<file path="src/rtl/cpuPkg.sv">
/* shared types for the 6502-style core: widths, opcodes, controller states,
   datapath control word and memory request payload */
package cpuPkg;

  typedef logic [7:0] byteT;
  typedef logic [15:0] addrT;

  // supported opcodes, everything else runs as a NOP
  typedef enum byteT {
    opLdaImm = 8'hA9,
    opLdxImm = 8'hA2,
    opAdcImm = 8'h69,
    opAndImm = 8'h29,
    opOraImm = 8'h09,
    opEorImm = 8'h49,
    opStaAbs = 8'h8D,
    opInx    = 8'hE8,
    opTax    = 8'hAA,
    opSec    = 8'h38,
    opClc    = 8'h18,
    opNop    = 8'hEA,
    opJmpAbs = 8'h4C,
    opBeq    = 8'hF0,
    opBne    = 8'hD0,
    opBcs    = 8'hB0
  } opcodeT;

  typedef enum logic [2:0] {
    sReset0,
    sReset1,
    sFetch,
    sOperand,
    sAddrHi,
    sExec,
    sStore
  } cpuStateT;

  typedef enum logic [2:0] {
    aluPass,
    aluAdd,
    aluAnd,
    aluOr,
    aluEor,
    aluInc
  } aluOpT;

  // address mux select, bit 0 of a vector select is the vector address lsb
  typedef logic [1:0] addrSelT;
  localparam addrSelT addrSelPc = 2'b00;
  localparam addrSelT addrSelOperand = 2'b01;
  localparam addrSelT addrSelVector = 2'b10;

  typedef struct packed {
    logic n;
    logic v;
    logic z;
    logic c;
  } flagsT;

  typedef struct packed {
    addrT addr;
    byteT wdata;
    logic write;
  } memReqT;

  typedef struct packed {
    aluOpT   aluOp;
    logic    aluSrcX;
    logic    loadA;
    logic    loadX;
    logic    loadFlags;
    logic    setCarry;
    logic    clearCarry;
    logic    latchOperandLo;
    logic    latchOperandHi;
    logic    pcIncrement;
    logic    pcLoadVector;
    logic    pcLoadJump;
    logic    pcBranch;
    addrSelT addrSelect;
    logic    storeA;
  } ctrlT;

endpackage

</file>
<file path="src/rtl/alu.sv">
/* combinational 8-bit ALU: pass, binary add with carry, logic ops and
   increment, with n/z from the result and c/v from the adder */
`timescale 1ns/10ps

module alu (
  input  cpuPkg::aluOpT op,
  input  cpuPkg::byteT  a,
  input  cpuPkg::byteT  b,
  input  logic          carryIn,
  output cpuPkg::byteT  result,
  output cpuPkg::flagsT flagsOut
);

  import cpuPkg::*;

  logic [8:0] sum;
  logic       overflow;

  assign sum = {1'b0, a} + {1'b0, b} + {8'd0, carryIn};

  // signed overflow when both inputs agree in sign and the sum does not
  assign overflow = (a[7] == b[7]) && (sum[7] != a[7]);

  always_comb begin
    case (op)
      aluAdd: begin
        result = sum[7:0];
      end
      aluAnd: begin
        result = a & b;
      end
      aluOr: begin
        result = a | b;
      end
      aluEor: begin
        result = a ^ b;
      end
      aluInc: begin
        result = a + 8'd1;
      end
      default: begin
        result = a;
      end
    endcase
  end

  always_comb begin
    flagsOut.n = result[7];
    flagsOut.z = (result == 8'd0);
    // carry and overflow only come from the adder
    flagsOut.c = (op == aluAdd) ? sum[8] : 1'b0;
    flagsOut.v = (op == aluAdd) ? overflow : 1'b0;
  end

endmodule

</file>
<file path="src/rtl/controlFsm.sv">
/* timing-state controller: latches the opcode on the sync cycle and drives
   the datapath controls, bus request and next state for each cycle */
`timescale 1ns/10ps

module controlFsm #(
  parameter cpuPkg::addrT resetVector = 16'hFFFC
) (
  input  logic          phi0,
  input  logic          rst,
  input  logic          memReady,
  input  cpuPkg::byteT  memRdata,
  input  cpuPkg::flagsT flags,
  output cpuPkg::ctrlT  ctrl,
  output logic          memValid,
  output logic          memWrite,
  output logic          sync
);

  import cpuPkg::*;

  cpuStateT state;
  cpuStateT nextState;
  opcodeT   opcode;
  logic     advance;
  logic     branchTaken;

  // sExec has no transfer and moves on right away
  assign advance = memReady || (state == sExec);

  assign memValid = (state != sExec);
  assign memWrite = (state == sStore);
  assign sync = (state == sFetch);

  always_comb begin
    case (opcode)
      opBeq: begin
        branchTaken = flags.z;
      end
      opBne: begin
        branchTaken = !flags.z;
      end
      opBcs: begin
        branchTaken = flags.c;
      end
      default: begin
        branchTaken = 1'b0;
      end
    endcase
  end

  always_comb begin
    ctrl = '0;
    ctrl.addrSelect = addrSelPc;
    nextState = state;
    case (state)
      sReset0: begin
        // vector pair assumed on an even address
        ctrl.addrSelect = {addrSelVector[1], resetVector[0]};
        ctrl.pcLoadVector = 1'b1;
        nextState = sReset1;
      end
      sReset1: begin
        ctrl.addrSelect = {addrSelVector[1], ~resetVector[0]};
        ctrl.pcLoadVector = 1'b1;
        nextState = sFetch;
      end
      sFetch: begin
        ctrl.pcIncrement = 1'b1;
        nextState = sOperand;
      end
      sOperand: begin
        nextState = sFetch;
        case (opcode)
          opLdaImm, opLdxImm: begin
            ctrl.aluOp = aluPass;
            ctrl.aluSrcX = 1'b1;
            ctrl.loadA = (opcode == opLdaImm);
            ctrl.loadX = (opcode == opLdxImm);
            ctrl.loadFlags = 1'b1;
            ctrl.pcIncrement = 1'b1;
          end
          opAdcImm, opAndImm, opOraImm, opEorImm: begin
            if (opcode == opAdcImm) begin
              ctrl.aluOp = aluAdd;
            end else if (opcode == opAndImm) begin
              ctrl.aluOp = aluAnd;
            end else if (opcode == opOraImm) begin
              ctrl.aluOp = aluOr;
            end else begin
              ctrl.aluOp = aluEor;
            end
            ctrl.loadA = 1'b1;
            ctrl.loadFlags = 1'b1;
            ctrl.pcIncrement = 1'b1;
          end
          opStaAbs, opJmpAbs: begin
            ctrl.latchOperandLo = 1'b1;
            ctrl.pcIncrement = 1'b1;
            nextState = sAddrHi;
          end
          opInx: begin
            ctrl.aluOp = aluInc;
            ctrl.aluSrcX = 1'b1;
            ctrl.loadX = 1'b1;
            ctrl.loadFlags = 1'b1;
          end
          opTax: begin
            ctrl.aluOp = aluPass;
            ctrl.loadX = 1'b1;
            ctrl.loadFlags = 1'b1;
          end
          opSec: begin
            ctrl.setCarry = 1'b1;
          end
          opClc: begin
            ctrl.clearCarry = 1'b1;
          end
          opBeq, opBne, opBcs: begin
            ctrl.latchOperandLo = 1'b1;
            ctrl.pcIncrement = 1'b1;
            nextState = branchTaken ? sExec : sFetch;
          end
          default: begin
            // implied dummy read, pc stays put
            nextState = sFetch;
          end
        endcase
      end
      sAddrHi: begin
        if (opcode == opJmpAbs) begin
          ctrl.pcLoadJump = 1'b1;
          nextState = sFetch;
        end else begin
          ctrl.latchOperandHi = 1'b1;
          ctrl.pcIncrement = 1'b1;
          nextState = sStore;
        end
      end
      sStore: begin
        ctrl.addrSelect = addrSelOperand;
        ctrl.storeA = 1'b1;
        nextState = sFetch;
      end
      sExec: begin
        ctrl.pcBranch = 1'b1;
        nextState = sFetch;
      end
      default: begin
        nextState = sReset0;
      end
    endcase
  end

  always_ff @(posedge phi0) begin
    if (rst) begin
      state <= sReset0;
      opcode <= opNop;
    end else begin
      if (advance) begin
        state <= nextState;
      end
      if (state == sFetch && memReady) begin
        opcode <= opcodeT'(memRdata);
      end
    end
  end

endmodule

</file>
<file path="src/rtl/cpuRegisters.sv">
/* register datapath: A, X, the status flags and the operand address latch,
   plus the operand selection feeding the ALU and the store data bus */
`timescale 1ns/10ps

module cpuRegisters (
  input  logic          phi0,
  input  logic          rst,
  input  cpuPkg::ctrlT  ctrl,
  input  logic          fire,
  input  cpuPkg::byteT  memRdata,
  input  cpuPkg::byteT  aluResult,
  input  cpuPkg::flagsT aluFlags,
  output cpuPkg::byteT  aluA,
  output cpuPkg::addrT  operandAddr,
  output cpuPkg::byteT  storeData,
  output cpuPkg::flagsT flags
);

  import cpuPkg::*;

  byteT aReg;
  byteT xReg;

  // first ALU operand; loads run the memory byte through pass
  always_comb begin
    if (ctrl.aluSrcX && ctrl.aluOp == aluPass) begin
      aluA = memRdata;
    end else if (ctrl.aluSrcX) begin
      aluA = xReg;
    end else begin
      aluA = aReg;
    end
  end

  assign storeData = ctrl.storeA ? aReg : xReg;

  always_ff @(posedge phi0) begin
    if (rst) begin
      aReg <= '0;
      xReg <= '0;
      flags <= '0;
    end else if (fire) begin
      if (ctrl.loadA) begin
        aReg <= aluResult;
      end
      if (ctrl.loadX) begin
        xReg <= aluResult;
      end
      if (ctrl.loadFlags) begin
        flags.n <= aluFlags.n;
        flags.z <= aluFlags.z;
        // only ADC touches c and v
        if (ctrl.aluOp == aluAdd) begin
          flags.c <= aluFlags.c;
          flags.v <= aluFlags.v;
        end
      end
      if (ctrl.setCarry) begin
        flags.c <= 1'b1;
      end
      if (ctrl.clearCarry) begin
        flags.c <= 1'b0;
      end
    end
  end

  // operand latch holds the absolute address or the branch offset
  always_ff @(posedge phi0) begin
    if (fire && ctrl.latchOperandLo) begin
      operandAddr[7:0] <= memRdata;
    end
    if (fire && ctrl.latchOperandHi) begin
      operandAddr[15:8] <= memRdata;
    end
  end

endmodule

</file>
<file path="src/rtl/cpuTop.sv">
/* core top level: joins the controller, program counter, registers and ALU
   and presents a single valid/ready memory port */
`timescale 1ns/10ps

module cpuTop #(
  parameter cpuPkg::addrT resetVector = 16'hFFFC
) (
  input  logic           phi0,
  input  logic           rst,
  output logic           memValid,
  output cpuPkg::memReqT memReq,
  input  logic           memReady,
  input  cpuPkg::byteT   memRdata,
  output logic           sync
);

  import cpuPkg::*;

  ctrlT  ctrl;
  flagsT flags;
  flagsT aluFlags;
  addrT  pc;
  addrT  operandAddr;
  addrT  reqAddr;
  byteT  storeData;
  byteT  aluA;
  byteT  aluResult;
  logic  memWrite;
  logic  fire;

  // one transfer per valid/ready handshake
  assign fire = memValid && memReady;

  always_comb begin
    case (ctrl.addrSelect)
      addrSelPc: begin
        reqAddr = pc;
      end
      addrSelOperand: begin
        reqAddr = operandAddr;
      end
      default: begin
        reqAddr = {resetVector[15:1], ctrl.addrSelect[0]};
      end
    endcase
  end

  assign memReq = '{addr: reqAddr, wdata: storeData, write: memWrite};

  controlFsm #(.resetVector(resetVector)) u_controlFsm (
    .phi0(phi0),
    .rst(rst),
    .memReady(memReady),
    .memRdata(memRdata),
    .flags(flags),
    .ctrl(ctrl),
    .memValid(memValid),
    .memWrite(memWrite),
    .sync(sync)
  );

  programCounter #(.resetVector(resetVector)) u_programCounter (
    .phi0(phi0),
    .rst(rst),
    .ctrl(ctrl),
    .fire(fire),
    .memRdata(memRdata),
    .operandAddr(operandAddr),
    .pc(pc)
  );

  cpuRegisters u_cpuRegisters (
    .phi0(phi0),
    .rst(rst),
    .ctrl(ctrl),
    .fire(fire),
    .memRdata(memRdata),
    .aluResult(aluResult),
    .aluFlags(aluFlags),
    .aluA(aluA),
    .operandAddr(operandAddr),
    .storeData(storeData),
    .flags(flags)
  );

  alu u_alu (
    .op(ctrl.aluOp),
    .a(aluA),
    .b(memRdata),
    .carryIn(flags.c),
    .result(aluResult),
    .flagsOut(aluFlags)
  );

endmodule

</file>
<file path="src/rtl/programCounter.sv">
/* program counter: steps on each accepted fetch, assembles the reset vector
   byte by byte, loads jump targets and applies taken branch offsets */
`timescale 1ns/10ps

module programCounter #(
  parameter cpuPkg::addrT resetVector = 16'hFFFC
) (
  input  logic          phi0,
  input  logic          rst,
  input  cpuPkg::ctrlT  ctrl,
  input  logic          fire,
  input  cpuPkg::byteT  memRdata,
  input  cpuPkg::addrT  operandAddr,
  output cpuPkg::addrT  pc
);

  import cpuPkg::*;

  addrT branchOffset;

  // offset byte sits in the low half of the operand latch
  assign branchOffset = {{8{operandAddr[7]}}, operandAddr[7:0]};

  always_ff @(posedge phi0) begin
    if (rst) begin
      pc <= resetVector;
    end else if (ctrl.pcBranch) begin
      // internal cycle, no transfer to wait for
      pc <= pc + branchOffset;
    end else if (fire) begin
      if (ctrl.pcLoadVector) begin
        // low byte arrives first and gets shifted down by the high byte
        pc <= {memRdata, pc[15:8]};
      end else if (ctrl.pcLoadJump) begin
        pc <= {memRdata, operandAddr[7:0]};
      end else if (ctrl.pcIncrement) begin
        pc <= pc + 16'd1;
      end
    end
  end

endmodule

</file>
<file path="config.mk">
export PLATFORM = sky130hd
export DESIGN_NAME = cpuTop
export DESIGN_NICKNAME = d
export VERILOG_FILES = /design/src/rtl/cpuPkg.sv /design/src/rtl/alu.sv /design/src/rtl/controlFsm.sv /design/src/rtl/cpuRegisters.sv /design/src/rtl/cpuTop.sv /design/src/rtl/programCounter.sv
export SDC_FILE = /design/constraint.sdc
export NUM_CORES = 1
export LEC_CHECK = 0
export BUFFER_PORTS_ARGS = -buffer_cell sky130_fd_sc_hd__buf_4
export CAP_MARGIN = 15
export CELL_PAD_IN_SITES_DETAIL_PLACEMENT = 1
export CELL_PAD_IN_SITES_GLOBAL_PLACEMENT = 1
export CORE_MARGIN = 2
export CORE_UTILIZATION = 40
export CTS_CLUSTER_SIZE = 40
export DETAILED_ROUTE_END_ITERATION = 16
export GPL_ROUTABILITY_DRIVEN = 0
export HOLD_SLACK_MARGIN = 0.03
export PLACE_DENSITY_LB_ADDON = 0.1
export REMOVE_ABC_BUFFERS = 1
export SLEW_MARGIN = 15
export SYNTH_ARGS = -nofsm -noshare
export SYNTH_HDL_FRONTEND = slang
export SYNTH_SLANG_ARGS = --single-unit
</file>
<file path="constraint.sdc">
create_clock -name phi0 -period 11.2 [get_ports phi0]
set_clock_uncertainty 0.05 [all_clocks]
set_input_delay 1.12 -clock phi0 [delete_from_list [all_inputs] [get_ports phi0]]
set_output_delay 1.12 -clock phi0 [all_outputs]
set_load 0.01 [all_outputs]
</file>
; Yosys cells after proc, flatten, opt, wreduce, memory -nomap -nowiden
; Cells that the tools add are included.
; Widths: inputs -> output; s select.
[totals]
regBits = 61
output_inout_bits = 27
word_cells = 117
in_bits = 11
[op_classes]
add_sub_neg = 5
n_reduce_logical = 31
muxes = 41
n_bitwise = 3
eq_ne = 28
[ops]
columns = cell, n
row1 = $mux 16, 5
row2 = $eq 8x8->1 const B, 8
row3 = $pmux 8 s5, 1
row4 = $pmux 16 s2, 1
row5 = $eq 8x7->1 const B, 3
row6 = $mux 8, 3
row7 = $add 16x1->16 const B, 1
row8 = $add 16x16->16, 1
row9 = $eq 8x6->1 const B, 2
row10 = $mux 1, 16
row11 = $eq 3x3->1 const B, 5
row12 = $mux 3, 5
row13 = $pmux 3 s5, 1
row14 = $eq 3x2->1 const B, 4
row15 = $pmux 3 s2, 2
row16 = $reduce_or 11->1, 1
row17 = $mux 10, 1
row18 = $add 8x8->9, 1
row19 = $add 9x1->9, 1
row20 = $reduce_or 3->1, 3
row21 = $add 8x1->8 const B, 1
row22 = $and 8x8->8, 1
row23 = $eq 8x4->1 const B, 1
row24 = $eq 8x5->1 const B, 1
row25 = other kinds (24), 39

; Logic depth before layout (Yosys ltp)
[depth]
depth_word = 15
mapped_depth = 19

; Modules after synthesis
; Synthesis repeated with hierarchy kept, for this count alone.
[unflattened]
cells_unflattened = 733
hier_area_um2 = 5803.1
[by_module_without_submodules]
columns = module, cells_each, area_per_inst_um2, n_inst
row1 = programCounter, 254, 1853.0, 1
row2 = cpuRegisters, 149, 1561.5, 1
row3 = alu, 166, 1116.1, 1
row4 = controlFsm, 124, 974.7, 1
row5 = cpuTop, 40, 297.8, 1

; Worst setup path before layout
; Ideal clock, no wire load.
[synth_path]
path_kind = register to register
startpoint = register u_controlFsm.opcode[1]
endpoint = register u_cpuRegisters.flags[1] (netlist name)
n_path_buf = 1
t_arrival_ns = 3.870
setup_time_ns = 0.116
path_slack_ns = 7.165
stages_incl_launch_ff = 18
cell_sequence = dfxtp_1 buf_6 or4bb_1 a311oi_4 a31oi_2 inv_2 fa_1 inv_1 fa_1 a21o_1 a21o_1 a41oi_1 xor2_1 o221ai_1 a311oi_1 nor3_1 nor2b_1 a31o_1
[synth_between]
elab_chain_cells = 13
word_cells_on_any_way = 36
classes_between = add/sub: 3 / eq/ne: 13 / mux: 10 / bitwise: 3 / reduce/logical: 7
[synth_lines]
columns = element, line
row1 = "start, declared", controlFsm.sv:23  ; opcodeT opcode;
row2 = "start signal, assigned", controlFsm.sv:157  ; opcode <= opNop;
row3 = "start signal, assigned", controlFsm.sv:163  ; opcode <= opcodeT'(memRdata);
row4 = $eq 8x4->1, "controlFsm.sv:73, controlFsm.sv:87"
row5 = $mux 3, controlFsm.sv:87  ; end else if (opcode == opOraImm) begin
row6 = $mux 3, controlFsm.sv:85  ; end else if (opcode == opAndImm) begin
row7 = $mux 3, controlFsm.sv:83  ; if (opcode == opAdcImm) begin
row8 = $pmux 3 s2, controlFsm.sv:73  ; case (opcode)
row9 = $mux 10 (*), controlFsm.sv:55  ; case (state)
row10 = $logic_not 3->1, cpuRegisters.sv:26  ; if (ctrl.aluSrcX && ctrl.aluOp == aluPass) begin
row11 = $logic_and 1x1->1, cpuRegisters.sv:26
row12 = $mux 8, cpuRegisters.sv:26
row13 = $add 8x8->9, alu.sv:19  ; assign sum = {1'b0, a} + {1'b0, b} + {8'd0, carryIn};
row14 = $add 9x1->9, alu.sv:19
row15 = $pmux 8 s5, alu.sv:25  ; case (op)
row16 = $logic_not 8->1, alu.sv:49  ; flagsOut.z = (result == 8'd0);
; Mark *: on every way between the ends. The rest lies on a longest branch, timed or not.
; A chain may end at the register's enable or synchronous reset.

; Worst setup path in the final report
[layout_path]
startpoint = register u_controlFsm.opcode[5]
endpoint = register u_cpuRegisters.flags[1] (netlist name)
[layout_between]
elab_chain_cells = 13
word_cells_on_any_way = 36
classes_between = add/sub: 3 / eq/ne: 13 / mux: 10 / bitwise: 3 / reduce/logical: 7
[layout_lines]
columns = element, line
row1 = $eq 8x4->1, "controlFsm.sv:73, controlFsm.sv:87"
row2 = $mux 3, controlFsm.sv:87
row3 = $mux 3, controlFsm.sv:85
row4 = $mux 3, controlFsm.sv:83
row5 = $pmux 3 s2, controlFsm.sv:73
row6 = $mux 10 (*), controlFsm.sv:55
row7 = $logic_not 3->1, cpuRegisters.sv:26
row8 = $logic_and 1x1->1, cpuRegisters.sv:26
row9 = $mux 8, cpuRegisters.sv:26
row10 = $add 8x8->9, alu.sv:19
row11 = $add 9x1->9, alu.sv:19
row12 = $pmux 8 s5, alu.sv:25
row13 = $logic_not 8->1, alu.sv:49
; Marked as above.

==> summary.md <==
| Metric | Value |
|---|---|
| Setup Buffers After CTS | 0 |
| Worst slew pin tran | 1.09 ns |
| Critical path required time | 11.38 ns |
| Antenna viol nets, final | 0 |
| Combinational power share | about 17% |
| H-tree depth | 3 |
| Syn avg cell area | 7.80 um^2 |
| Internal cell power | 0.000446 W |
| Drt wl/cell | 20.3 um |
| Post-DR vias/cell | slightly below 6 |
| CTS tree | done |
| Crit start category | flop |
| First-pass GRT wire length | 29.1 mm |
| Vias in the first global route | approximately 5500 |
| Setup TNS Final | 0 ns |
| Final Critical Period | 5.17 ns |
| Critical path capture point type | flop |
| I/O Pins | 38 |
| Max-slew headroom | between 20% and 30% |
| Post-Synth Adder-Cell Area | 8.94% |
| RSZ-0062 raised after global routing | false |
| PortBufs | 37 |
| Fmax | 193 MHz |
| Post-DP Area | 5780 um^2 |
| Clock buffer depth | 2 |
| Die width | 120 um |
| CP Data Arrival Time | 5.35 ns |
| Crit path max fanout | 20 |
| CTS root buf | clkbuf_16 |
| Status | finished, final reports clean |
| Leakage power | 2.27 nW |
| Final hold vios | 0 |
| EDFF count, synth | 16 |
| Final setup violation count | 0 |
| Switching share of power | 29.5% |
| Clock Power Share | a little over two fifths |
| Crit Path Category | flop to flop |
| Fin area | 6070 um^2 |
| Post-CTS Hold Buffers | 0 |
| Global Route Usage Sum | 25.9% |
| Combinational family with the most area after synthesis | simple AND/OR/NAND/NOR gates |
| TritonCTS Buffers | 9 |
| Clk sinks | 61 |
| Ys async rst share | 0% |
| Area growth syn-to-layout | 12.2% |
| Fin nets | 753 |
| Worst-path clk slew | around 0.060 ns |
| Yosys cell types | 72 |
| Main synth FF type | dfxtp_1 |
| Final Slew Violations | 0 |
| Net Switching | 0.000187 W |
| Synthesized area | 5410 um^2 |
| Starting Density | about two fifths |
| Remaining DRCs | 0 |
| Total global routing overflow | 0 |
| DR pass1 iterations | 4 |
| Initial antenna violation count | 0 |
| Cells after synthesis | roughly 690 |
| Ant. Diodes | 0 |
| Die Ht | 120 um |
| Clk_lat worst skew | 0.34 ns |
| Starting DRT DRC Count | 265 |
| Pin count of the biggest net entering global routing | 50 |
| Post-cts resize count | 0 |
| Row count | 42 |
| Most frequent cells in the layout | nor2_1, a21oi_1, dfxtp_1 |
| Synth Area in Compound Gates | 23.6% |
| Min-Delay Path Class | flop to flop |
| Yosys warns | 0 |
| Total die area | 14500 um^2 |
| Core Region | approximately 13000 um^2 |
| Power density cells | between 100 and 150 nW/um^2 |
| R2r setup slk | 6.03 ns |
| Seq/Total Area, Yosys | 25.6% |
| Post-DP HPWL | around 13 mm |
| Post-synthesis simple-gate area fraction | 24.6% |
| Share of cells above drive strength 1 | 11.8% |
| Post-Synth XOR/XNOR Area | under 10% |
| Tcrit/Tclk final | 46.2% |
| #FFs+latches synth | 61 |
| Max-cap viol count | 0 |
| Max VDD drop | 0.0800 mV |
| Via count | 5240 |
| Most common cell after layout, fill and taps aside | nor2_1 |
| Mux cell area share after synthesis | 6.53% |
| Routed wire length | between 15 and 20 mm |
| Sequential share of power | 39.4% |
-- stage by stage --
stage	hold slack [ns]	total power [W]	setup slack [ns]	util, %	std cells
2_1_floorplan	0.401	0.000320	6.71	-	653
6_report	0.469	0.000633	6.03	45.8	887
5_1_grt	0.504	0.000660	5.49	45.8	887
4_1_cts	0.470	0.000639	6.04	45.8	887
3_5_place_dp	0.460	0.000358	6.04	43.7	871
3_3_place_gp	0.441	0.000354	6.26	43.7	871
-- flip-flops by register name (all words and copies together) (netlist names) --
register / flops
u_cpuRegisters.flags: 2
u_cpuRegisters.operandAddr: 16
u_programCounter.pc: 16
u_controlFsm.state: 3
u_controlFsm.opcode: 8
u_cpuRegisters.aReg: 8
u_cpuRegisters.xReg: 8
-- cells in the mapped netlist, types with 3 or more instances --
library cell | number | area, um^2
mux2_2 | 10 | 113
clkbuf_1 | 34 | 128
a31oi_1 | 9 | 56.3
o211ai_1 | 5 | 37.5
o221ai_1 | 3 | 26.3
nand2_1 | 44 | 165
a21o_1 | 6 | 45.0
o21ai_0 | 33 | 165
dfxtp_1 | 45 | 901
xnor2_1 | 14 | 123
inv_1 | 29 | 109
nor2_1 | 113 | 424
and2_1 | 7 | 43.8
a22oi_1 | 4 | 30.0
o21bai_1 | 5 | 37.5
nand3b_1 | 5 | 37.5
a2bb2oi_1 | 3 | 26.3
a211o_1 | 9 | 78.8
a211oi_1 | 31 | 233
ha_1 | 33 | 413
a21oi_1 | 47 | 235
nand3_1 | 17 | 85.1
nor2b_1 | 16 | 100
nor3_1 | 13 | 65.1
edfxtp_1 | 16 | 480
nor4_1 | 4 | 25.0
mux2i_1 | 24 | 240
nand2b_1 | 14 | 87.6
and3_1 | 8 | 50.1
fa_1 | 3 | 60.1
or3_1 | 5 | 31.3
nand4_1 | 6 | 37.5
xor2_1 | 20 | 175
-- routing by layer --
metal,routed length [um],GRT usage (%),part of all wire [%]
met5,0,0,0
met4,491,10.4,2.7
met3,540,3.73,3.0
met2,9060,45.4,50
met1,7880,31.8,44
-- area by class of cell --
cell class              count  area, um^2
fillers                  1649        7180
multi-input cells         562        3750
flip-flops and latches     61        1380
repair buffers             42         315
clock buffers              10         229
well taps                 176         220
inverters                  30         113
clock inverters             6        53.8
-- kinds of logic (layout without fill, tap and decap cells) --
kind of cell | after synthesis | in the layout
AND/OR/NAND/NOR | 271 | 271
AO/OA/AOI/OAI | 186 | 186
buffers and inverters | 70 | 88
flip-flops | 61 | 61
adder cells (fa/ha/maj) | 37 | 37
XOR/XNOR | 34 | 34
multiplexers | 34 | 34
-- final timing paths --
kind	from	endpoint	cells past startpoint
setup / recovery	u_controlFsm.opcode[5]	u_cpuRegisters.flags[1]	17
hold / removal	u_cpuRegisters.aReg[7]	u_cpuRegisters.aReg[7]	2
setup reg to reg	u_controlFsm.opcode[5]	u_cpuRegisters.flags[1]	17
hold reg to reg	u_cpuRegisters.aReg[7]	u_cpuRegisters.aReg[7]	2
-- worst max-delay path, stage by stage, from the launching register on --
cell and delay (ns):
dfxtp_1 0.76, nand4bb_1 0.40, nor3_1 0.87, o21ai_0 0.22, a31oi_2 0.38, inv_2 0.09, fa_1 0.39, inv_1 0.08
fa_1 0.18, a21o_1 0.12, a21o_1 0.15, a41oi_1 0.15, xor2_1 0.20, o221ai_1 0.25, a311oi_1 0.09, nor3_1 0.37
nor2b_1 0.09, a31o_1 0.23
-- power by group through the flow --
| stage | Sequential, W | Combinational [W] | Clock (W) |
|---|---|---|---|
| after CTS | 0.000249 | 0.000106 | 0.000284 |
| after detailed placement | 0.000254 | 0.000105 | 0 |
| final | 0.000249 | 0.000105 | 0.000279 |
| after global placement | 0.000254 | 0.000101 | 0 |
| after floorplan | 0.000247 | 0.0000727 | 0 |
| after global routing | 0.000251 | 0.000118 | 0.000290 |
No activity file was read; power rests on OpenSTA's default activity.
